$ cat src/rtl/ext_periph_pkg.sv
// Address map, FIFO register offsets and bus widths
// Packed union giving raw and field views of a bus address
package ext_periph_pkg;

  // Register bus widths
  localparam int ADDR_W = 32;
  localparam int DATA_W = 32;
  localparam int STRB_W = DATA_W / 8;

  // Address fields
  localparam int SLOT_W = 4;
  localparam int OFFSET_W = 10;

  // Peripheral slots
  localparam logic [SLOT_W-1:0] MEM_SLOT = 4'd0;
  localparam logic [SLOT_W-1:0] FIFO_SLOT = 4'd1;

  // FIFO register word offsets
  localparam logic [OFFSET_W-1:0] FIFO_DATA_OFS = 10'd0;
  localparam logic [OFFSET_W-1:0] FIFO_LEVEL_OFS = 10'd1;
  localparam logic [OFFSET_W-1:0] FIFO_WMARK_OFS = 10'd2;

  // Same address word, either raw or split into fields
  typedef union packed {
    logic [ADDR_W-1:0] raw;
    struct packed {
      logic [ADDR_W-SLOT_W-OFFSET_W-3:0] unused;
      logic [SLOT_W-1:0] slot;
      logic [OFFSET_W-1:0] offset;
      logic [1:0] byte_sel;
    } fld;
  } periph_addr_u;

endpackage

$ cat src/rtl/reg_bus_if.sv
// Register bus with valid/ready handshake
// Host and device modports
interface reg_bus_if;
  import ext_periph_pkg::*;

  // Request, held by the host until ready
  logic valid;
  logic write;
  logic [ADDR_W-1:0] addr;
  logic [DATA_W-1:0] wdata;
  logic [STRB_W-1:0] wstrb;

  // Response, valid in the single ready cycle
  logic ready;
  logic [DATA_W-1:0] rdata;
  logic error;

  modport host(
    output valid, write, addr, wdata, wstrb,
    input ready, rdata, error
  );

  modport device(
    input valid, write, addr, wdata, wstrb,
    output ready, rdata, error
  );

endinterface

$ cat src/rtl/iffifo.sv
// Register-mapped FIFO with level and watermark registers
// DMA-slot status and watermark interrupt outputs
module iffifo #(
  parameter int FIFO_DEPTH = 8
) (
  input  logic clk_i,
  input  logic rst_i,
  reg_bus_if.device bus,
  output logic in_ready_o,
  output logic out_valid_o,
  output logic intr_o
);
  import ext_periph_pkg::*;

  localparam int PTR_W = $clog2(FIFO_DEPTH);
  localparam int LVL_W = PTR_W + 1;

  logic [DATA_W-1:0] buf_q [FIFO_DEPTH];
  logic [PTR_W-1:0] wr_ptr_q, rd_ptr_q;
  logic [LVL_W-1:0] level_q, wmark_q;
  logic ready_q, error_q;
  logic [DATA_W-1:0] rdata_q;
  periph_addr_u addr;
  logic access, full, empty, push, pop, bad, wmark_wr;
  logic [DATA_W-1:0] rd_value;

  assign addr.raw = bus.addr;
  assign access = bus.valid && !ready_q;
  assign full = (level_q == LVL_W'(FIFO_DEPTH));
  assign empty = (level_q == '0);

  always_comb begin
    push = 1'b0;
    pop = 1'b0;
    bad = 1'b0;
    wmark_wr = 1'b0;
    rd_value = '0;
    case (addr.fld.offset)
      FIFO_DATA_OFS: begin
        push = bus.write && !full;
        pop = !bus.write && !empty;
        bad = bus.write ? full : empty;
        rd_value = pop ? buf_q[rd_ptr_q] : '0;
      end
      FIFO_LEVEL_OFS: begin
        bad = bus.write;
        rd_value = bus.write ? '0 : DATA_W'(level_q);
      end
      FIFO_WMARK_OFS: begin
        wmark_wr = bus.write;
        rd_value = bus.write ? '0 : DATA_W'(wmark_q);
      end
      default: bad = 1'b1;
    endcase
  end

  always_ff @(posedge clk_i) begin
    if (rst_i) begin
      wr_ptr_q <= '0;
      rd_ptr_q <= '0;
      level_q <= '0;
      wmark_q <= '0;
      ready_q <= 1'b0;
      error_q <= 1'b0;
    end else begin
      ready_q <= access;
      error_q <= access && bad;
      if (access && push) begin
        wr_ptr_q <= wr_ptr_q + 1'b1;
        level_q <= level_q + 1'b1;
      end
      if (access && pop) begin
        rd_ptr_q <= rd_ptr_q + 1'b1;
        level_q <= level_q - 1'b1;
      end
      if (access && wmark_wr) wmark_q <= bus.wdata[LVL_W-1:0];
    end
  end

  always_ff @(posedge clk_i) begin
    if (access && push) buf_q[wr_ptr_q] <= bus.wdata;
    if (access) rdata_q <= rd_value;
  end

  assign bus.ready = ready_q;
  assign bus.rdata = rdata_q;
  assign bus.error = error_q;
  assign in_ready_o = !full;
  assign out_valid_o = !empty;
  assign intr_o = (wmark_q != '0) && (level_q >= wmark_q);

endmodule

$ cat src/flat_wrapper.sv
// flat-port wrapper written by rule: the top's interface ports become plain ports
module iffifo_flat import ext_periph_pkg::*;
#(
  parameter int FIFO_DEPTH = 8
)
  (clk_i, rst_i, in_ready_o, out_valid_o, intr_o, bus_valid, bus_write, bus_addr, bus_wdata, bus_wstrb, bus_ready, bus_rdata, bus_error);
  reg_bus_if bus_i ();
  input  logic clk_i;
  input  logic rst_i;
  output logic in_ready_o;
  output logic out_valid_o;
  output logic intr_o;
  input wire logic [$bits(bus_i.valid)-1:0] bus_valid;
  input wire logic [$bits(bus_i.write)-1:0] bus_write;
  input wire logic [$bits(bus_i.addr)-1:0] bus_addr;
  input wire logic [$bits(bus_i.wdata)-1:0] bus_wdata;
  input wire logic [$bits(bus_i.wstrb)-1:0] bus_wstrb;
  output wire logic [$bits(bus_i.ready)-1:0] bus_ready;
  output wire logic [$bits(bus_i.rdata)-1:0] bus_rdata;
  output wire logic [$bits(bus_i.error)-1:0] bus_error;
  assign bus_i.valid = bus_valid;
  assign bus_i.write = bus_write;
  assign bus_i.addr = bus_addr;
  assign bus_i.wdata = bus_wdata;
  assign bus_i.wstrb = bus_wstrb;
  assign bus_ready = bus_i.ready;
  assign bus_rdata = bus_i.rdata;
  assign bus_error = bus_i.error;
  iffifo #(.FIFO_DEPTH(FIFO_DEPTH)) u_core (.clk_i(clk_i), .rst_i(rst_i), .bus(bus_i), .in_ready_o(in_ready_o), .out_valid_o(out_valid_o), .intr_o(intr_o));
endmodule
$ cat config.mk
export PLATFORM = sky130hd
export DESIGN_NAME = iffifo_flat
export DESIGN_NICKNAME = d
export VERILOG_FILES = /design/src/rtl/ext_periph_pkg.sv /design/src/rtl/reg_bus_if.sv /design/src/rtl/iffifo.sv /design/src/flat_wrapper.sv
export SDC_FILE = /design/constraint.sdc
export NUM_CORES = 1
export LEC_CHECK = 0
export BUFFER_PORTS_ARGS = -buffer_cell sky130_fd_sc_hd__buf_2
export CAP_MARGIN = 20
export CORE_ASPECT_RATIO = 0.7
export CORE_MARGIN = 4
export CORE_UTILIZATION = 50
export DETAILED_ROUTE_END_ITERATION = 12
export GPL_TIMING_DRIVEN = 0
export PLACE_DENSITY = 0.69
export SYNTH_ARGS = -nofsm -noshare
export SYNTH_HDL_FRONTEND = slang
export SYNTH_SLANG_ARGS = --single-unit
export TNS_END_PERCENT = 10
$ cat constraint.sdc
create_clock -name clk_i -period 6.1 [get_ports clk_i]
set_input_delay 0.915 -clock clk_i [delete_from_list [all_inputs] [get_ports clk_i]]
set_output_delay 0.915 -clock clk_i [all_outputs]
set_load 0.05 [all_outputs]
==> Word-level counts from Yosys, hierarchy flattened <==
Memory sizes are Yosys's and may differ from the RTL's. A register that Yosys moved wholly into a read port is not among the register bits.
Cells that the tools add are included.
{ "op_classes": {"n_addsub": 4, "magnitude_cmp": 1, "n_eq_ne": 3, "n_mux": 15, "n_reduce_logical": 16} }
{ "op_table": {"columns": ["cell", "count"], "rows": [
  ["one-hot mux 32 bit (3 select lines)", 1],
  ["2-to-1 mux 32 bit", 1],
  ["2-to-1 mux 4 bit", 4],
  ["equality test 10 x 1 -> 1 bit, second input constant", 1],
  ["equality test 10 x 2 -> 1 bit, second input constant", 1],
  ["zero test 10 bit", 1],
  ["logical AND 1 bit", 8],
  ["adder 3 x 1 -> 3 bit, second input constant", 2],
  ["2-to-1 mux 1 bit", 6],
  ["2-to-1 mux 3 bit", 2],
  ["adder 4 x 1 -> 4 bit, second input constant", 1],
  ["equality test 4 bit, second input constant", 1],
  ["greater-or-equal comparator 4 bit", 1],
  ["zero test 1 bit", 4],
  ["zero test 4 bit", 1],
  ["nonzero test 4 bit", 1],
  ["subtractor 4 x 1 -> 4 bit, second input constant", 1],
  ["one-hot mux 1 bit (3 select lines)", 1],
  ["nonzero test 2 bit", 1]
]} }
{ "word_totals": {"regBits": 48, "ramBits": 256, "input_bits": 72, "output_inout_bits": 37, "elab_cells": 47, "n_memories": 1} }
{ "mem_list": {"columns": ["memory", "words", "width", "read_ports", "rd_clocked_by_memory_dff", "write_ports", "line", "source"], "rows": [
  ["u_core.buf_q", 8, 32, 1, 1, 1, "iffifo.sv:18", "logic [DATA_W-1:0] buf_q [FIFO_DEPTH];"]
]} }

==> Logic depth before layout (Yosys ltp) <==
{ "logic_depth": {"word_depth": 7, "ltp_mapped": 11, "mapped_depth_nobuf": 10} }

==> Worst setup path before layout <==
No wires, ideal clock.
{ "synth_path": {"kind": "in2reg", "startpoint": "input bus_addr[9]", "endpoint": "memory u_core.buf_q[0][0], enable pin", "setup_time_ps": 461, "arrival_ps": 4042, "t_required_ps": 5639, "slack_ps": 1597, "path_stages": 5, "path_buffers": 0, "cell_sequence": "nor4_2 -> nand4_1 -> a21oi_2 -> nand2b_1 -> nor3_1"} }
{ "synth_between": {"elab_chain_len": 5} }
{ "synth_lines": {"columns": ["element", "line", "source"], "rows": [
  ["from (decl)", "flat_wrapper.sv:15", "input wire logic [$bits(bus_i.addr)-1:0] bus_addr;"],
  ["zero test 10 bit", "iffifo.sv:38", "case (addr.fld.offset)"],
  ["2-to-1 mux 1 bit", "iffifo.sv:38", null],
  ["logical AND 1 bit", "iffifo.sv:81", "if (access && push) buf_q[wr_ptr_q] <= bus.wdata;"],
  ["2-to-1 mux 1 bit", "iffifo.sv:81", null],
  ["2-to-1 mux 1 bit (implied by the code)", "iffifo.sv:81", null],
  ["to (decl)", "iffifo.sv:18", null]
]} }
No other way between the ends.

==> Worst setup path after layout <==
{ "layout_path": {"startpoint": "input bus_addr[3]", "endpoint": "memory u_core.buf_q[1][3], enable pin"} }
Same word-level chain as after synthesis.

==> parameters.txt <==
Parameter                              Value

Timing
  Max-slew violations ... 0
  Hold Vio Cnt, Final ... 0
  Period utilisation layout ... 56.0%
  Post-Route Hold Slack ... 503 ps
  Actual transition at the worst max-transition pin ... 983 ps
  Unrepaired setup endpoints after global routing ... no
  Upper clock frequency limit ... 293 MHz
  Post-route clock skew ... 7.21 ps
  Time the final worst path needs with I/O delays and setup ... 3420 ps
  Setup-violating endpoint count in the final report ... 0
  Relative slew slack ... 34.5%

Logic synthesis
  Synthesized-area fraction occupied by and/or/nand/nor cells ... 3.96%
  Asr flop ratio synth ... 0%
  Mapped Nets ... 638
  Number of flops mapped to enable cells by yosys ... 288
  Adder-cell area share of the yosys netlist ... 0.746%
  Mux cell area share after synthesis ... 15.6%
  Number of distinct library cells after synthesis ... 39
  Dominant combinational cell family by area after synthesis ... multiplexers
  Number of register bits inferred by synthesis ... 307
  Synthesized area divided by synthesized cell count ... 21.0 um2
  Main flop type after synthesis ... sky130_fd_sc_hd__edfxtp_1
  Xor-xnor portion of the synthesized cell area ... 0.522%
  Sequential area share after synthesis ... 76.9%
  Cell area after synthesis ... 11700 um2
  Warning count from the yosys run ... 0
  Gate count of the mapped netlist ... 559
  Synthesized-area fraction occupied by ao, oa, aoi and oai cells ... 0.938%

CTS
  Post-CTS Hold Fix Bufs ... 0
  Number of H-tree levels ... 1
  Clock Sink Count ... 307
  Clock root cell ... sky130_fd_sc_hd__clkbuf_16
  Clock input transition at the sequential cells of the worst setup and hold paths ... 60 ps
  Num CTS Buffers ... 28
  Maximum buffer depth of the clock tree ... 3
  Quantity of gates resized following cts ... 0
  Clock insertion delay at the later pin of the skew report ... 530 ps
  TritonCTS clock tree ... yes
  Total setup buffers inserted after CTS ... 0

Layout
  Area used by sequential logic in the layout ... 9030 um2
  Area of all placed cells without fillers ... 13700 um2
  Final standard cell count with taps included and fillers excluded ... 1018
  Number of diodes ... 0
  Number of nets at the end of the flow ... 764
  Number of fill cells in the layout ... 1666
  Layout overhead on the synthesized area ... 16.4%
  Layout cell share with drive strength beyond 1 ... 32.9%
  Post-layout utilization of the core ... 59.8%
  Area of the multi-input gates ... 2620 um2

Route
  Vias after detailed routing ... 5684
  Remaining DRCs ... 0
  Iteration-0 DRC Markers ... 554
  Overall routed net length ... 22.6 mm
  Antenna-violating nets left ... 0
  DRT Pass-1 Iters ... 5
  Per-cell via count in the routed design ... 5.58
  Post-detailed-route wirelength per cell ... 22.2 um

Global routing
  Total GRT Usage ... 17.9%
  First-pass GRT wire length ... 35.0 mm
  Via count of the first global-routing pass ... 5926
  Largest net degree at the start of global routing ... 26
  Total overflow reported by the global router ... 0
  Antenna violations before repair ... 1

Worst setup path
  Startpoint-to-endpoint class of the critical path ... input port to flop
  CP arrival ... 3660 ps
  Type of destination of the critical path ... flop
  Critical path capture point ... u_core.buf_q[1][3]
  Highest fanout seen on the critical path ... 10
  Reg-to-reg slack, setup ... 2920 ps
  Category of the worst setup path launch point ... input port
  Crit path launch ... bus_addr[3]
  Required time reported for the critical path endpoint ... 6340 ps
  Length in cells of the worst reg-to-reg path ... 8
  Reg-to-Reg End ... u_core.buf_q[1][3]
  R2R Path Start ... u_core.bus.ready

Power
  Design Power ... 4.00 mW
  Worst vdd rail ir drop ... 0.000234 V
  Pleak ... 4.41 nW
  Power per standard cell area ... 293 nW/um2

Floorplan
  Die height ... 136 um
  I/O Pins ... 109
  Initial cell density of the core ... 51.4%
  Std-Cell Core Area ... 22800 um2
  Total die area ... 26000 um2
  Die outline width ... 191 um
  Standard-cell rows ... 46

Status
  Status ... complete, no violations

Placed design
  Placer congestion estimate ... 0.770
  Placement-stage cell area ... 12800 um2
  HPWL after detailed placement ... 14.5 mm
  Number of buffers added on ports ... 82
  Cell total after placement ... 967

Run
  Reported max-cap violation count ... 0

Hold path
  Worst hold-check path type ... flop to flop
==> worst min path at each step <==
| stage | from | endpoint | slack (ps) | cells past startpoint |
|---|---|---|---|---|
| after floorplan | u_core.rd_ptr_q[2] | flop | 450 | 2 |
| after global placement | u_core.rd_ptr_q[2] | u_core.rd_ptr_q[2] | 470 | 2 |
| after detailed placement | u_core.rd_ptr_q[2] | u_core.rd_ptr_q[2] | 500 | 2 |
| after CTS | u_core.rd_ptr_q[2] | flop | 500 | 2 |
| after global routing | u_core.rd_ptr_q[2] | flop | 520 | 2 |
| final | u_core.rd_ptr_q[2] | flop | 500 | 2 |
==> cells by family after synthesis <==
kind of cell | count (synthesis)
flip-flops | 307
multiplexers | 103
AND/OR/NAND/NOR | 90
buffers and inverters | 30
AO/OA/AOI/OAI | 15
XOR/XNOR | 7
adder cells (fa/ha/maj) | 7
==> cell usage in the layout (no fill, tap or decap), types with 2 or more instances in the layout <==
| master | count |
|---|---|
| sky130_fd_sc_hd__a21o_1 | 2 |
| sky130_fd_sc_hd__a21oi_1 | 3 |
| sky130_fd_sc_hd__a222oi_1 | 4 |
| sky130_fd_sc_hd__buf_1 | 2 |
| sky130_fd_sc_hd__buf_12 | 7 |
| sky130_fd_sc_hd__buf_2 | 90 |
| sky130_fd_sc_hd__buf_4 | 6 |
| sky130_fd_sc_hd__buf_6 | 5 |
| sky130_fd_sc_hd__buf_8 | 3 |
| sky130_fd_sc_hd__clkbuf_1 | 16 |
| sky130_fd_sc_hd__clkbuf_16 | 29 |
| sky130_fd_sc_hd__clkinv_1 | 4 |
| sky130_fd_sc_hd__clkinv_2 | 6 |
| sky130_fd_sc_hd__dfxtp_1 | 19 |
| sky130_fd_sc_hd__edfxtp_1 | 288 |
| sky130_fd_sc_hd__ha_1 | 7 |
| sky130_fd_sc_hd__inv_1 | 7 |
| sky130_fd_sc_hd__mux2_2 | 4 |
| sky130_fd_sc_hd__mux2i_1 | 35 |
| sky130_fd_sc_hd__mux4_2 | 64 |
| sky130_fd_sc_hd__nand2_1 | 5 |
| sky130_fd_sc_hd__nand2b_1 | 5 |
| sky130_fd_sc_hd__nand3_1 | 3 |
| sky130_fd_sc_hd__nand4_1 | 3 |
| sky130_fd_sc_hd__nor2_1 | 48 |
| sky130_fd_sc_hd__nor2_4 | 6 |
| sky130_fd_sc_hd__nor2b_1 | 3 |
| sky130_fd_sc_hd__nor3_1 | 2 |
| sky130_fd_sc_hd__nor3_2 | 2 |
| sky130_fd_sc_hd__nor4_2 | 2 |
| sky130_fd_sc_hd__o22ai_1 | 3 |
| sky130_fd_sc_hd__xnor2_1 | 6 |
==> stage by stage <==
stage	TNS (ps)	setup slack (ps)
2_1_floorplan	0	1600
3_3_place_gp	-57450	-920
3_5_place_dp	0	2110
4_1_cts	0	2670
5_1_grt	0	2440
6_report	0	2680
==> layer usage <==
| layer | part of all wire (%) | vias up | routed length (um) | global-route usage, % |
|---|---|---|---|---|
| li1 | - | 2536 | - | - |
| met1 | 44 | 2948 | 9850 | 25.9 |
| met2 | 49 | 164 | 11200 | 29.4 |
| met3 | 5.3 | 34 | 1200 | 3.03 |
| met4 | 1.6 | 2 | 366 | 3.43 |
| met5 | 0.057 | - | 13 | 0 |
==> flip-flops by register name (all words and copies together) (netlist names), named ones only <==
name,cells
u_core.buf_q,256
u_core.bus.ready,1
u_core.wr_ptr_q,3
u_core.level_q,4
u_core.bus.error,1
u_core.wmark_q,4
u_core.bus.rdata,32
u_core.rd_ptr_q,3
==> synth_stat cells (2+ instances only) <==
| cell | instances | share of area, % |
|---|---|---|
| sky130_fd_sc_hd__buf_2 | 8 | 0.34 |
| sky130_fd_sc_hd__nand4_1 | 3 | 0.16 |
| sky130_fd_sc_hd__o22ai_1 | 3 | 0.16 |
| sky130_fd_sc_hd__mux2i_1 | 35 | 3.0 |
| sky130_fd_sc_hd__nor3_1 | 4 | 0.17 |
| sky130_fd_sc_hd__mux2_2 | 4 | 0.38 |
| sky130_fd_sc_hd__ha_1 | 7 | 0.75 |
| sky130_fd_sc_hd__nor2b_1 | 4 | 0.21 |
| sky130_fd_sc_hd__mux4_2 | 64 | 12 |
| sky130_fd_sc_hd__nand2b_1 | 5 | 0.27 |
| sky130_fd_sc_hd__nor2_1 | 54 | 1.7 |
| sky130_fd_sc_hd__a222oi_1 | 4 | 0.34 |
| sky130_fd_sc_hd__a21oi_1 | 3 | 0.13 |
| sky130_fd_sc_hd__buf_1 | 2 | 0.064 |
| sky130_fd_sc_hd__nand2_1 | 5 | 0.16 |
| sky130_fd_sc_hd__nor4_2 | 2 | 0.21 |
| sky130_fd_sc_hd__dfxtp_1 | 19 | 3.2 |
| sky130_fd_sc_hd__nand3_1 | 3 | 0.13 |
| sky130_fd_sc_hd__xnor2_1 | 6 | 0.45 |
| sky130_fd_sc_hd__a21o_1 | 2 | 0.13 |
| sky130_fd_sc_hd__clkbuf_1 | 6 | 0.19 |
| sky130_fd_sc_hd__inv_1 | 7 | 0.22 |
| sky130_fd_sc_hd__buf_4 | 6 | 0.38 |
| sky130_fd_sc_hd__edfxtp_1 | 288 | 74 |
==> critical path: stages <==
cell and delay, ps:
sky130_fd_sc_hd__buf_2 150, sky130_fd_sc_hd__nor4b_2 420, sky130_fd_sc_hd__nand4_1 260, sky130_fd_sc_hd__a21oi_2 270, sky130_fd_sc_hd__nand2_1 250, sky130_fd_sc_hd__nor3_2 780
sky130_fd_sc_hd__buf_6 270, sky130_fd_sc_hd__buf_8 160, sky130_fd_sc_hd__buf_8 160
==> power breakdown <==
group | switching (mW) | internal (mW)
Clock | 0.705 | 0.882
Sequential | 0.00255 | 2.31
Combinational | 0.0775 | 0.0222
==> layout make-up <==
cell class                      instances  share of cell area (%)
Buffer                                 23                   0.925
Timing Repair Buffer                   96                    4.69
Tap cell                              312                    2.86
Clock buffer                           40                    5.69
Clock inverter                         11                   0.385
Inverter                                7                   0.192
Multi-Input combinational cell        222                    19.2
Sequential cell                       307                    66.1
(Power assumes the default switching activity.)
