===== src/rtl/ext_periph_pkg.sv =====
// Address map, FIFO register offsets and bus widths
// Packed union giving raw and field views of a bus address
package ext_periph_pkg;

  // Register bus widths
  localparam int ADDR_W = 32;
  localparam int DATA_W = 32;
  localparam int STRB_W = DATA_W / 8;

  // Address fields
  localparam int SLOT_W = 4;
  localparam int OFFSET_W = 10;

  // Peripheral slots
  localparam logic [SLOT_W-1:0] MEM_SLOT = 4'd0;
  localparam logic [SLOT_W-1:0] FIFO_SLOT = 4'd1;

  // FIFO register word offsets
  localparam logic [OFFSET_W-1:0] FIFO_DATA_OFS = 10'd0;
  localparam logic [OFFSET_W-1:0] FIFO_LEVEL_OFS = 10'd1;
  localparam logic [OFFSET_W-1:0] FIFO_WMARK_OFS = 10'd2;

  // Same address word, either raw or split into fields
  typedef union packed {
    logic [ADDR_W-1:0] raw;
    struct packed {
      logic [ADDR_W-SLOT_W-OFFSET_W-3:0] unused;
      logic [SLOT_W-1:0] slot;
      logic [OFFSET_W-1:0] offset;
      logic [1:0] byte_sel;
    } fld;
  } periph_addr_u;

endpackage


===== src/rtl/reg_bus_if.sv =====
// Register bus with valid/ready handshake
// Host and device modports
interface reg_bus_if;
  import ext_periph_pkg::*;

  // Request, held by the host until ready
  logic valid;
  logic write;
  logic [ADDR_W-1:0] addr;
  logic [DATA_W-1:0] wdata;
  logic [STRB_W-1:0] wstrb;

  // Response, valid in the single ready cycle
  logic ready;
  logic [DATA_W-1:0] rdata;
  logic error;

  modport host(
    output valid, write, addr, wdata, wstrb,
    input ready, rdata, error
  );

  modport device(
    input valid, write, addr, wdata, wstrb,
    output ready, rdata, error
  );

endinterface


===== src/rtl/reg_demux.sv =====
// Register bus demultiplexer decoding the slot field
// Unmapped slots answer with a one-cycle error response
module reg_demux (
  input  logic clk_i,
  input  logic rst_i,
  reg_bus_if.device bus_in,
  reg_bus_if.host mem_bus,
  reg_bus_if.host fifo_bus
);
  import ext_periph_pkg::*;

  periph_addr_u addr;
  logic sel_mem;
  logic sel_fifo;
  logic unmapped;
  logic err_q;

  assign addr.raw = bus_in.addr;
  assign sel_mem = (addr.fld.slot == MEM_SLOT);
  assign sel_fifo = (addr.fld.slot == FIFO_SLOT);
  assign unmapped = !sel_mem && !sel_fifo;

  // Valid only goes to the addressed peripheral
  assign mem_bus.valid = bus_in.valid && sel_mem;
  assign mem_bus.write = bus_in.write;
  assign mem_bus.addr = bus_in.addr;
  assign mem_bus.wdata = bus_in.wdata;
  assign mem_bus.wstrb = bus_in.wstrb;

  assign fifo_bus.valid = bus_in.valid && sel_fifo;
  assign fifo_bus.write = bus_in.write;
  assign fifo_bus.addr = bus_in.addr;
  assign fifo_bus.wdata = bus_in.wdata;
  assign fifo_bus.wstrb = bus_in.wstrb;

  // Error completion one cycle after an unmapped access is seen
  always_ff @(posedge clk_i) begin
    if (rst_i) begin
      err_q <= 1'b0;
    end else begin
      err_q <= bus_in.valid && unmapped && !err_q;
    end
  end

  assign bus_in.ready = sel_mem  ? mem_bus.ready  :
                        sel_fifo ? fifo_bus.ready : err_q;

  assign bus_in.rdata = sel_mem  ? mem_bus.rdata  :
                        sel_fifo ? fifo_bus.rdata : '0;

  assign bus_in.error = sel_mem  ? mem_bus.error  :
                        sel_fifo ? fifo_bus.error : err_q;

endmodule


===== src/flat_wrapper.sv =====
// flat-port wrapper written by rule: the top's interface ports become plain ports
module reg_demux_flat import ext_periph_pkg::*;
  (clk_i, rst_i, bus_in_valid, bus_in_write, bus_in_addr, bus_in_wdata, bus_in_wstrb, bus_in_ready, bus_in_rdata, bus_in_error, mem_bus_valid, mem_bus_write, mem_bus_addr, mem_bus_wdata, mem_bus_wstrb, mem_bus_ready, mem_bus_rdata, mem_bus_error, fifo_bus_valid, fifo_bus_write, fifo_bus_addr, fifo_bus_wdata, fifo_bus_wstrb, fifo_bus_ready, fifo_bus_rdata, fifo_bus_error);
  reg_bus_if bus_in_i ();
  reg_bus_if mem_bus_i ();
  reg_bus_if fifo_bus_i ();
  input  logic clk_i;
  input  logic rst_i;
  input wire logic [$bits(bus_in_i.valid)-1:0] bus_in_valid;
  input wire logic [$bits(bus_in_i.write)-1:0] bus_in_write;
  input wire logic [$bits(bus_in_i.addr)-1:0] bus_in_addr;
  input wire logic [$bits(bus_in_i.wdata)-1:0] bus_in_wdata;
  input wire logic [$bits(bus_in_i.wstrb)-1:0] bus_in_wstrb;
  output wire logic [$bits(bus_in_i.ready)-1:0] bus_in_ready;
  output wire logic [$bits(bus_in_i.rdata)-1:0] bus_in_rdata;
  output wire logic [$bits(bus_in_i.error)-1:0] bus_in_error;
  output wire logic [$bits(mem_bus_i.valid)-1:0] mem_bus_valid;
  output wire logic [$bits(mem_bus_i.write)-1:0] mem_bus_write;
  output wire logic [$bits(mem_bus_i.addr)-1:0] mem_bus_addr;
  output wire logic [$bits(mem_bus_i.wdata)-1:0] mem_bus_wdata;
  output wire logic [$bits(mem_bus_i.wstrb)-1:0] mem_bus_wstrb;
  input wire logic [$bits(mem_bus_i.ready)-1:0] mem_bus_ready;
  input wire logic [$bits(mem_bus_i.rdata)-1:0] mem_bus_rdata;
  input wire logic [$bits(mem_bus_i.error)-1:0] mem_bus_error;
  output wire logic [$bits(fifo_bus_i.valid)-1:0] fifo_bus_valid;
  output wire logic [$bits(fifo_bus_i.write)-1:0] fifo_bus_write;
  output wire logic [$bits(fifo_bus_i.addr)-1:0] fifo_bus_addr;
  output wire logic [$bits(fifo_bus_i.wdata)-1:0] fifo_bus_wdata;
  output wire logic [$bits(fifo_bus_i.wstrb)-1:0] fifo_bus_wstrb;
  input wire logic [$bits(fifo_bus_i.ready)-1:0] fifo_bus_ready;
  input wire logic [$bits(fifo_bus_i.rdata)-1:0] fifo_bus_rdata;
  input wire logic [$bits(fifo_bus_i.error)-1:0] fifo_bus_error;
  assign bus_in_i.valid = bus_in_valid;
  assign bus_in_i.write = bus_in_write;
  assign bus_in_i.addr = bus_in_addr;
  assign bus_in_i.wdata = bus_in_wdata;
  assign bus_in_i.wstrb = bus_in_wstrb;
  assign bus_in_ready = bus_in_i.ready;
  assign bus_in_rdata = bus_in_i.rdata;
  assign bus_in_error = bus_in_i.error;
  assign mem_bus_valid = mem_bus_i.valid;
  assign mem_bus_write = mem_bus_i.write;
  assign mem_bus_addr = mem_bus_i.addr;
  assign mem_bus_wdata = mem_bus_i.wdata;
  assign mem_bus_wstrb = mem_bus_i.wstrb;
  assign mem_bus_i.ready = mem_bus_ready;
  assign mem_bus_i.rdata = mem_bus_rdata;
  assign mem_bus_i.error = mem_bus_error;
  assign fifo_bus_valid = fifo_bus_i.valid;
  assign fifo_bus_write = fifo_bus_i.write;
  assign fifo_bus_addr = fifo_bus_i.addr;
  assign fifo_bus_wdata = fifo_bus_i.wdata;
  assign fifo_bus_wstrb = fifo_bus_i.wstrb;
  assign fifo_bus_i.ready = fifo_bus_ready;
  assign fifo_bus_i.rdata = fifo_bus_rdata;
  assign fifo_bus_i.error = fifo_bus_error;
  reg_demux u_core (.clk_i(clk_i), .rst_i(rst_i), .bus_in(bus_in_i), .mem_bus(mem_bus_i), .fifo_bus(fifo_bus_i));
endmodule

===== config.mk =====
export PLATFORM = sky130hd
export DESIGN_NAME = reg_demux_flat
export DESIGN_NICKNAME = d
export VERILOG_FILES = /design/src/rtl/ext_periph_pkg.sv /design/src/rtl/reg_bus_if.sv /design/src/rtl/reg_demux.sv /design/src/flat_wrapper.sv
export SDC_FILE = /design/constraint.sdc
export NUM_CORES = 1
export LEC_CHECK = 0
export BUFFER_PORTS_ARGS = -buffer_cell sky130_fd_sc_hd__buf_2
export CAP_MARGIN = 25
export CORE_AREA = 4 4 120 122
export DETAILED_ROUTE_END_ITERATION = 7
export DIE_AREA = 0 0 124 126
export PLACE_DENSITY = 0.43
export REMOVE_ABC_BUFFERS = 1
export SYNTH_ARGS = -nofsm -noshare
export SYNTH_HDL_FRONTEND = slang
export SYNTH_SLANG_ARGS = --single-unit
export TNS_END_PERCENT = 10

===== constraint.sdc =====
create_clock -name clk_i -period 3.35 [get_ports clk_i]
set_input_delay 0.5025 -clock clk_i [delete_from_list [all_inputs] [get_ports clk_i]]
set_output_delay 0.5025 -clock clk_i [all_outputs]
set_load 0.01 [all_outputs]

# Word-level counts from Yosys, hierarchy flattened
# Index checks and enable logic that the tools add are counted.
# word_totals
register_bits	1
latch_bits	0
ram_bits	0
mem_bits_ro	0
input_bits	140
out_inout_bits	174
elab_cells	17
n_memories	0
# op_classes
n_addsub	0
n_mul	0
div_mod_pow	0
n_lt_le_gt_ge	0
n_eq_ne	1
shifts	0
mux	6
n_bitwise	0
reduce_logical	9
# op_table
op	n
$mux 32	2
$logic_and 1x1->1	5
$eq 4x1->1 const B	1
$logic_not 4->1	1
$mux 1	4
$logic_not 1->1	3

# Logic depth before layout (Yosys ltp)
# Gate-level depths: netlist of the first run.
# logic_depth
depth_word	5
depth_mapped	4
ltp_nobuf	2

# Least setup slack after synthesis of the first run
# OpenSTA, ideal clock, no wires.
# synth_timing
path_kind	input to output
start	input port bus_in_addr[13]
end	output port mem_bus_valid
arrival_ns	1.345
t_required_ns	2.847
path_slack_ns	1.503
cell_stages	3
n_path_buf	1
cell_sequence	or3_1 buf_6 nor3b_1
# synth_between
elab_chain_len	2
# synth_rtl
item	line	source
start: declaration	flat_wrapper.sv:11	input wire logic [$bits(bus_in_i.addr)-1:0] bus_in_addr;
$logic_not 4->1	reg_demux.sv:19	assign sel_mem = (addr.fld.slot == MEM_SLOT);
$logic_and 1x1->1	reg_demux.sv:24	assign mem_bus.valid = bus_in.valid && sel_mem;
end: declaration	flat_wrapper.sv:17	output wire logic [$bits(mem_bus_i.valid)-1:0] mem_bus_valid;
# Every way passes these cells.

# Worst setup path in the final report of the first run
# layout_timing
start	input port bus_in_addr[13]
end	output port bus_in_rdata[7]
# layout_between
elab_chain_len	3
elab_cells_between_ends	4
classes_between	1 x eq/ne; 2 x mux; 1 x reduce/logical
# layout_rtl
item	line	source
$eq 4x1->1	reg_demux.sv:20	assign sel_fifo = (addr.fld.slot == FIFO_SLOT);
$mux 32	reg_demux.sv:49	sel_fifo ? fifo_bus.rdata : '0;
$mux 32 (*)	reg_demux.sv:48	assign bus_in.rdata = sel_mem ? mem_bus.rdata :
end: declaration	flat_wrapper.sv:15	output wire logic [$bits(bus_in_i.rdata)-1:0] bus_in_rdata;
# Mark *: on every way between the ends. The rest lies on a longest branch, timed or not.

==> run_results.csv, run 1 <==
group,metric,value,unit
route,drt_first_pass_iters,4,
timing,fin_worst_skew,0,ps
worst_setup_path,r2r-start,"u_core.err_q$_SDFF_PP0_",
grt,grt_max_degree,25,
worst_setup_path,endpoint,"bus_in_rdata[7]",
status,outcome,"complete, no violations",
clock_network,clk-insertion-delay-late,0,ps
worst_setup_path,path_common_cell,"buf_2",
route,wl_per_cell,42.7,µm
worst_setup_path,worstPathRequired,2850,ps
power_and_ir_drop,power,145,µW
yosys,synth_edf_count,0,
worst_setup_path,path_cells,"buf_2 > or3_1 > buf_16 > buf_4 > nor2_1 > buf_2",
clock_network,clkTransAtPathRegs,0,ps
worst_setup_path,crit_arrival,1820,ps
floorplan,initial_utilization,12.5,%
grt,grt_pass1_wl,18.3,mm
route,drt_iter0_drc,39,
flow_run,maxCapViolCount,0,
layout,seq_area,20.0,µm²
worst_setup_path,slowest_delay,550,ps
yosys,synthMostInstantiatedCell,"buf_4",
yosys,synth_commonest_cells,"buf_4 (140), mux2i_1 (32), nor2_1 (30), buf_6 (4), mux2_2 (4)",
layout,reg_top3,"u_core.err_q x1",
yosys,synthFlopType,"dfxtp_1",
layout,areaGrowthSynthToFinish,-14.7,%
yosys,synthArstFlopShare,0,%
floorplan,die_area,15600,µm²
layout,nNetsFinal,338,
yosys,yosysUniqueCellTypes,13,
yosys,ys_warn_count,0,
worst_setup_path,cp-start-kind,"input pin",
floorplan,core_area,13200,µm²
worst_setup_path,rrSetupSlack,2700,ps
min_path,worstHoldStart,"u_core.err_q$_SDFF_PP0_",
floorplan,die_y,126,µm
clock_network,post-cts-setup-buffer-count,0,
grt,first_global_vias,1329,
timing,hold_violations,0,
route,drc,0,
grt,grt_overflow_total,0,
timing,tightest_slew,484,ps
layout,n_fill_cell,1553,
grt,grt_usage,18.9,%
timing,fin_crit,2330,ps
route,drt-total-wl,15.9,mm
worst_setup_path,r2r_end,"u_core.err_q$_SDFF_PP0_",
layout,final_layout_size_suffix_gt1_share,65.3,%
worst_setup_path,slowest_stage,"or3_1",
floorplan,fp.dieW,124,µm
yosys,yosysSeqAreaShare,1.21,%
timing,fin_crit_sh,69.4,%
yosys,netlist_instances,220,
power_and_ir_drop,leakage,0.820,nW
worst_setup_path,startpoint,"bus_in_addr[13]",
yosys,ys_seq_elements,1,
timing,timing.setup.tns,0,ps
yosys,synth_area_leaders,"buf_4 (64%), mux2i_1 (19%), nor2_1 (6.8%)",
yosys,post_synth.cell_area_avg,7.50,µm²
placed_design,dp_hpwl,15.0,mm
yosys,post-synth-top-area-cell,"buf_4",
layout,largest_reg_flops,1,
clock_network,ctsHoldBuffers,0,
route,vias,1321,
timing,fmax,0.430,GHz
grt,antenna_found_initial,3,
worst_setup_path,reg2reg_depth,1,
power_and_ir_drop,peakVddDrop,0.0000181,V
clock_network,cts_resized,0,
floorplan,ios,314,
power_and_ir_drop,p_per_area,103,nW/µm²
layout,regMostFlops,"u_core.err_q",
route,routed_via_density,3.54,
timing,setup_viol,0,
min_path,hold_class,"reg2reg",
timing,slew_headroom,67.7,%
timing,maxSlewViolCount,0,
placed_design,gp_congestion,0.853,
placed_design,portBuffers,118,
floorplan,rows,42,
worst_setup_path,cp_max_fo,19,
worst_setup_path,criticalPathCategory,"in2out",
timing,whs,427,ps
yosys,syn_area,1650,µm²
timing,rsz0062_at_grt,"false",
yosys,netlist.area_leader.share,63.7,%
route,ant_nets,0,
worst_setup_path,cp-end-kind,"primary output",
layout,multi_input_area,524,µm²
## layout by cell type (no fill, tap or decap)
master,n
nor2_1,30
and3_1,1
nor3_1,1
dfxtp_1,1
buf_16,1
buf_4,3
buf_2,118
or3_1,1
nor4b_1,1
nor2_2,2
mux2i_1,32
diode_2,1
nor3b_1,1
mux2_2,4
## area by class of cell
| class | instances | share of cell area, % |
|---|---|---|
| diodes | 1 | 0.178 |
| multi-input cells | 73 | 37.2 |
| flip-flops and latches | 1 | 1.42 |
| well taps | 176 | 15.6 |
| repair buffers | 122 | 45.5 |
## kinds of logic after synthesis
kind of cell | count (synthesis) | synth area share (%)
mux | 36 | 22.1
flops | 1 | 1.21
simple gates | 37 | 9.63
buf+inv | 146 | 67.0
## worst min path at each step
stage | to | slack [ps] | depth (start not counted)
after floorplan | u_core.err_q$_SDFF_PP0_ | 410 | 1
after global placement | u_core.err_q$_SDFF_PP0_ | 430 | 1
after detailed placement | u_core.err_q$_SDFF_PP0_ | 430 | 1
after CTS | u_core.err_q$_SDFF_PP0_ | 430 | 1
after global routing | u_core.err_q$_SDFF_PP0_ | 460 | 1
final | u_core.err_q$_SDFF_PP0_ | 430 | 1
## stage by stage
stage,cells,setup WS [ps],cell area [µm²],utilization (%)
3_3_place_gp,371,831,1380,10.4
2_1_floorplan,74,1200,544,-
6_report,373,1020,1410,10.7
5_1_grt,373,933,1410,10.7
3_5_place_dp,371,777,1380,10.4
4_1_cts,371,776,1380,10.4
## power breakdown
group          internal, mW  switching, mW
Sequential           0.0129       0.000424
Clock          0.0000000400              0
Combinational        0.0719         0.0600
Total                0.0848         0.0604
## critical path: cells and delay by family
kind	cells	cell delay, ps
and+or+nand+nor	2	650
buffers and inverters	4	650
## layer usage
metal / up-vias / track usage (%) / part of all wire, %
met1: 517 / 8.58 / 15
li1: 510 / - / -
met3: 37 / 26.0 / 30
met2: 251 / 31.7 / 47
met4: 6 / 10.1 / 6.3
met5: - / 4.93 / 0.43
No activity file was read; power rests on OpenSTA's default activity.
==> inputs of run 2 (changes only) <==
--- a/config.mk
+++ b/config.mk
@@ -5,12 +5,13 @@
 export SDC_FILE = /design/constraint.sdc
 export NUM_CORES = 1
 export LEC_CHECK = 0
+export ABC_AREA = 1
 export BUFFER_PORTS_ARGS = -buffer_cell sky130_fd_sc_hd__buf_2
 export CAP_MARGIN = 25
-export CORE_AREA = 4 4 120 122
+export CORE_AREA = 4 4 121 123
 export DETAILED_ROUTE_END_ITERATION = 7
-export DIE_AREA = 0 0 124 126
-export PLACE_DENSITY = 0.43
+export DIE_AREA = 0 0 125 127
+export PLACE_DENSITY = 0.42
 export REMOVE_ABC_BUFFERS = 1
 export SYNTH_ARGS = -nofsm -noshare
 export SYNTH_HDL_FRONTEND = slang
==> constraint.sdc (replaced) <==
create_clock -name clk_i -period 2.2 [get_ports clk_i]
set_input_delay 0.33 -clock clk_i [delete_from_list [all_inputs] [get_ports clk_i]]
set_output_delay 0.33 -clock clk_i [all_outputs]
set_load 0.01 [all_outputs]
==> run 2 against run 1 <==
Net effect: global-route usage up 0.55 points; largest power group unchanged; critical path depth up 2; die area up 1.6%; cell count up 14%; sequential share of layout area about the same; first-iteration DRC count up 38%; cell area down 2.6%; routed wire length up 3.8%; worst setup slack worse by 550 ps; via count up 14%; total power up 27%; sequential power up 49%.
==> run_results.csv, run 2 <==
group,metric,value,unit
status,outcome,"complete, no violations",
floorplan,fp.dieW,125,µm
yosys,syn_area,1610,µm²
yosys,synthMostInstantiatedCell,"buf_4",
layout,final_layout_size_suffix_gt1_share,53.1,%
route,drc,0,
yosys,synth_commonest_cells,"buf_4 (141), nand2_1 (95), nor2_1 (8), inv_1 (6), nand2_2 (6)",
layout,layout_common_cells,"buf_2 (118), nand2_1 (95), nor2_1 (8), inv_1 (6), nand2_2 (6)",
yosys,synthArstFlopShare,0,%
grt,met2_usage,35.2,%
layout,areaGrowthSynthToFinish,-14.8,%
worst_setup_path,crit_arrival,1390,ps
yosys,synthFlopType,"dfxtp_1",
grt,met1_usage,10.1,%
floorplan,die_area,15900,µm²
grt,gr-max-usage-layer,"met2",
timing,fin_ws,476,ps
layout,regMostFlops,"u_core.err_q",
timing,tightest_slew,197,ps
floorplan,die_y,127,µm
placed_design,dp_hpwl,15.4,mm
min_path,hold_class,"in2reg",
floorplan,ios,314,
route,drt_first_pass_iters,4,
placed_design,portBuffers,118,
clock_network,clkTransAtPathRegs,0,ps
timing,hold_violations,0,
route,ant_nets,0,
timing,fmax,0.580,GHz
route,vias,1512,
grt,use_met3,25.4,%
flow_run,maxCapViolCount,0,
clock_network,cts_resized,0,
layout,layout_commonest_cell,"buf_2",
worst_setup_path,cp-start-kind,"input pin",
layout,reg_top3,"u_core.err_q x1",
layout,largest_reg_flops,1,
floorplan,rows,43,
layout,finish.utilization,10.0,%
clock_network,clk-insertion-delay-late,0,ps
yosys,netlist_instances,267,
worst_setup_path,worstPathRequired,1870,ps
floorplan,core_area,13700,µm²
layout,seq_area,20.0,µm²
grt,antenna_found_initial,1,
worst_setup_path,cp-end-kind,"primary output",
timing,fin_crit_sh,78.4,%
grt,grt_usage,19.5,%
yosys,ys_seq_elements,1,
yosys,netlist.area_leader.share,65.8,%
yosys,synth_edf_count,0,
floorplan,initial_utilization,11.8,%
timing,rsz0062_at_grt,"false",
power_and_ir_drop,power,185,µW
route,wl_per_cell,39.0,µm
grt,grt_pass1_wl,19.9,mm
placed_design,gp_congestion,0.885,
worst_setup_path,criticalPathCategory,"in2out",
yosys,post_synth.cell_area_avg,6.03,µm²
power_and_ir_drop,peakVddDrop,0.0000814,V
worst_setup_path,reg2reg_depth,3,
placed_design,place_worst_setup_slack,437,ps
grt,grt_max_degree,28,
timing,timing.setup.tns,0,ps
route,drt-total-wl,16.5,mm
yosys,yosysSeqAreaShare,1.24,%
layout,nNetsFinal,385,
yosys,synth_area_leaders,"buf_4 (66%), nand2_1 (22%), nand2_2 (2.3%)",
layout,n_fill_cell,1673,
grt,grt_overflow_total,0,
timing,fin_crit,1720,ps
yosys,yosysUniqueCellTypes,12,
min_path,hold_depth,2,
timing,slew_headroom,86.8,%
clock_network,ctsHoldBuffers,0,
grt,first_global_vias,1427,
timing,setup_viol,0,
route,drt_iter0_drc,54,
power_and_ir_drop,leakage,0.886,nW
route,routed_via_density,3.57,
timing,fin_worst_skew,0,ps
clock_network,post-cts-setup-buffer-count,0,
power_and_ir_drop,p_per_area,135,nW/µm²
yosys,ys_warn_count,0,
yosys,post-synth-top-area-cell,"buf_4",
worst_setup_path,cp_max_fo,27,
timing,maxSlewViolCount,0,
layout,multi_input_area,467,µm²
==> run 2: cell families after synthesis <==
kind of cell,synth area share [%]
DFF,1.24
buffers and inverters,69.8
and+or+nand+nor,29.0
==> run 2: worst paths after layout <==
check	startpoint	end	slack, ps
setup / recovery	bus_in_addr[15]	bus_in_rdata[2]	480
hold / removal	rst_i	u_core.err_q$_SDFF_PP0_	490
setup reg to reg	u_core.err_q$_SDFF_PP0_	u_core.err_q$_SDFF_PP0_	1590
hold reg to reg	u_core.err_q$_SDFF_PP0_	u_core.err_q$_SDFF_PP0_	530
==> run 2: report_power, final <==
part           switching [mW]    total (mW)  internal, mW
clock                       0  0.0000000608  0.0000000608
combinational          0.0840         0.165        0.0812
sequential           0.000209        0.0198        0.0196
==> run 2: per-layer routing <==
metal	share of wire, %	up-vias
met4	2.8	8
met2	51	308
li1	-	611
met5	1.2	-
met1	18	561
met3	28	24
==> run 2: final cells by class <==
class                      instances  area share, %
inverter                           7           1.92
timing repair buffer             120           46.0
tap                              180           16.4
multi-input combinational        115           34.0
sequential                         1           1.46
antenna                            1          0.182
==> run 2: per-stage QoR <==
step / instances / hold slack [ps] / cell area (µm²)
final: 424 / 489 / 1370
after CTS: 423 / 489 / 1370
after detailed placement: 423 / 488 / 1370
after floorplan: 123 / 402 / 513
after global routing: 423 / 505 / 1370
after global placement: 423 / 489 / 1370
==> run 2: critical path, stage by stage <==
cell and delay [ps]:
buf_2 130, nor2_4 150, nand2_2 110, nor2_4 190
buf_12 210, nand2_1 60, nand2_1 70, buf_2 130
==> inputs of run 3 (changes only) <==
--- a/config.mk
+++ b/config.mk
@@ -5,13 +5,13 @@
 export SDC_FILE = /design/constraint.sdc
 export NUM_CORES = 1
 export LEC_CHECK = 0
-export ABC_AREA = 1
+export ABC_AREA = 0
 export BUFFER_PORTS_ARGS = -buffer_cell sky130_fd_sc_hd__buf_2
 export CAP_MARGIN = 25
-export CORE_AREA = 4 4 121 123
+export CORE_AREA = 4 4 119 121
 export DETAILED_ROUTE_END_ITERATION = 7
-export DIE_AREA = 0 0 125 127
-export PLACE_DENSITY = 0.42
+export DIE_AREA = 0 0 123 125
+export PLACE_DENSITY = 0.43
 export REMOVE_ABC_BUFFERS = 1
 export SYNTH_ARGS = -nofsm -noshare
 export SYNTH_HDL_FRONTEND = slang
==> constraint.sdc (replaced) <==
create_clock -name clk_i -period 1.6 [get_ports clk_i]
set_input_delay 0.24 -clock clk_i [delete_from_list [all_inputs] [get_ports clk_i]]
set_output_delay 0.24 -clock clk_i [all_outputs]
set_load 0.01 [all_outputs]
==> run 3 against run 2 <==
Net effect: utilization grew 0.84 points; worst hold slack got worse by 74 ps; total power is 68% higher; sequential cell count did not move; largest power group unchanged; routed wire length about the same; sequential share of layout area is 0.053 points lower; critical path depth shrank 3; via count is 7.2% lower; register-to-register slack got worse by 650 ps; cell area increased by 3.7%; critical endpoint is now bus_in_rdata[23]; first-iteration DRC count fell by 26%.
==> run_results.csv, run 3 (same netlist as run 1, synthesis figures left out) <==
group,metric,value,unit
layout,reg_top3,"u_core.err_q x1",
placed_design,dp_hpwl,15.2,mm
timing,fin_crit,1490,ps
flow_run,maxCapViolCount,0,
floorplan,rows,42,
status,outcome,"complete, no violations",
grt,antenna_found_initial,3,
timing,rsz0062_at_grt,"false",
layout,nNetsFinal,339,
power_and_ir_drop,pwr-share-seq,9.0,%
grt,grt_max_degree,23,
route,ant_nets,0,
power_and_ir_drop,pwr-share-comb,91.0,%
route,drt_first_pass_iters,4,
power_and_ir_drop,clock_power_share,0,%
worst_setup_path,criticalPathCategory,"in2out",
timing,slew_headroom,82.8,%
layout,largest_reg_flops,1,
layout,antennaDiodeCount,0,
layout,layout_commonest_cell,"buf_2",
timing,fin_worst_skew,0,ps
power_and_ir_drop,power.switching,130,µW
timing,maxSlewViolCount,0,
floorplan,initial_utilization,12.6,%
layout,layout_common_cells,"buf_2 (118), mux2i_1 (32), nor2_1 (30), mux2_2 (4), buf_4 (3)",
worst_setup_path,cp_max_fo,10,
grt,grt_overflow_total,0,
route,routed_via_density,3.76,
power_and_ir_drop,peakVddDrop,0.0000449,V
grt,first_global_vias,1306,
power_and_ir_drop,p_per_area,219,nW/µm²
clock_network,clk-insertion-delay-late,0,ps
floorplan,core_area,13100,µm²
layout,fin_area,1420,µm²
route,wl_per_cell,44.3,µm
timing,hold_violations,0,
clock_network,clkTransAtPathRegs,0,ps
route,drt-total-wl,16.5,mm
timing,fin_crit_sh,92.9,%
worst_setup_path,worstPathRequired,1360,ps
layout,regMostFlops,"u_core.err_q",
clock_network,ctsHoldBuffers,0,
clock_network,post-cts-setup-buffer-count,0,
layout,fin_cells,373,
layout,n_fill_cell,1534,
route,drc,0,
floorplan,fp.dieW,123,µm
timing,timing.setup.tns,0,ps
placed_design,portBuffers,118,
placed_design,place_area,1420,µm²
placed_design,gp_congestion,0.796,
floorplan,ios,314,
power_and_ir_drop,swShare,41.7,%
power_and_ir_drop,p_int,182,µW
route,vias,1403,
layout,final_layout_size_suffix_gt1_share,66.0,%
min_path,hold_class,"in2reg",
timing,whs,416,ps
floorplan,die_area,15400,µm²
grt,grt_pass1_wl,18.7,mm
worst_setup_path,cp-start-kind,"input pin",
floorplan,die_y,125,µm
power_and_ir_drop,leakage,0.828,nW
route,drt_iter0_drc,40,
worst_setup_path,cp-end-kind,"primary output",
timing,setup_viol,0,
timing,fmax,0.673,GHz
worst_setup_path,crit_arrival,1250,ps
grt,grt_usage,19.7,%
timing,tightest_slew,251,ps
layout,areaGrowthSynthToFinish,-13.8,%
placed_design,dp.cells,373,
-- run 3: changes by cell type in the layout (fill, tap and decap cells not counted), sizes merged, moves of 3 or more --
cell	before	now
mux2i	0	32
nand3	3	0
mux2	0	4
buf	120	123
nor2	10	32
nand2	101	0
inv	7	0
-- run 3: power groups by stage --
| stage | clock network, mW | registers [mW] | logic [mW] |
|---|---|---|---|
| CTS | 0 | 0.0280 | 0.287 |
| global route | 0 | 0.0285 | 0.312 |
| finish | 0 | 0.0280 | 0.284 |
| floorplan | 0 | 0.0277 | 0.0986 |
| global placement | 0 | 0.0279 | 0.280 |
| detailed placement | 0 | 0.0281 | 0.286 |
-- run 3: worst max-delay path, stage by stage --
cell,delay (ps)
buf_2,120
or3_4,430
buf_4,200
nor2_1,110
buf_2,140
-- run 3: per-stage QoR --
stage / util [%] / worst slack, ps / total power [mW]
final: 10.9 / 114 / 0.312
after global routing: 10.9 / 66.3 / 0.340
after CTS: 10.8 / 10.6 / 0.315
after detailed placement: 10.8 / 17.4 / 0.314
after global placement: 10.8 / 37.7 / 0.308
after floorplan: - / -24.0 / 0.126
-- run 3: cell type report --
class                      instances  area, µm²  area share (%)
timing repair buffer             123        653            45.9
multi-input combinational         73        529            37.2
tap                              176        220            15.5
sequential                         1       20.0            1.41
-- run 3: timing repair --
item	CTS	global route
endpoints found under the hold margin	0	0
gates resized for setup	0	1
endpoints found under the setup margin	0	9
-- run 3: metal layers --
layer | track usage (%) | vias to the layer above | share of wire, %
li1 | - | 511 | -
met1 | 11.6 | 561 | 20
met2 | 33.6 | 300 | 47
met3 | 24.8 | 21 | 28
met4 | 6.12 | 10 | 4.0
met5 | 6.25 | - | 0.79
-- run 3: worst paths after layout --
path | startpoint | end | slack [ps] | cells after the start
max | bus_in_addr[13] | bus_in_rdata[23] | 110 | 5
min | rst_i | u_core.err_q$_SDFF_PP0_ | 420 | 2
max reg2reg | u_core.err_q$_SDFF_PP0_ | u_core.err_q$_SDFF_PP0_ | 940 | 1
min reg2reg | u_core.err_q$_SDFF_PP0_ | u_core.err_q$_SDFF_PP0_ | 440 | 1
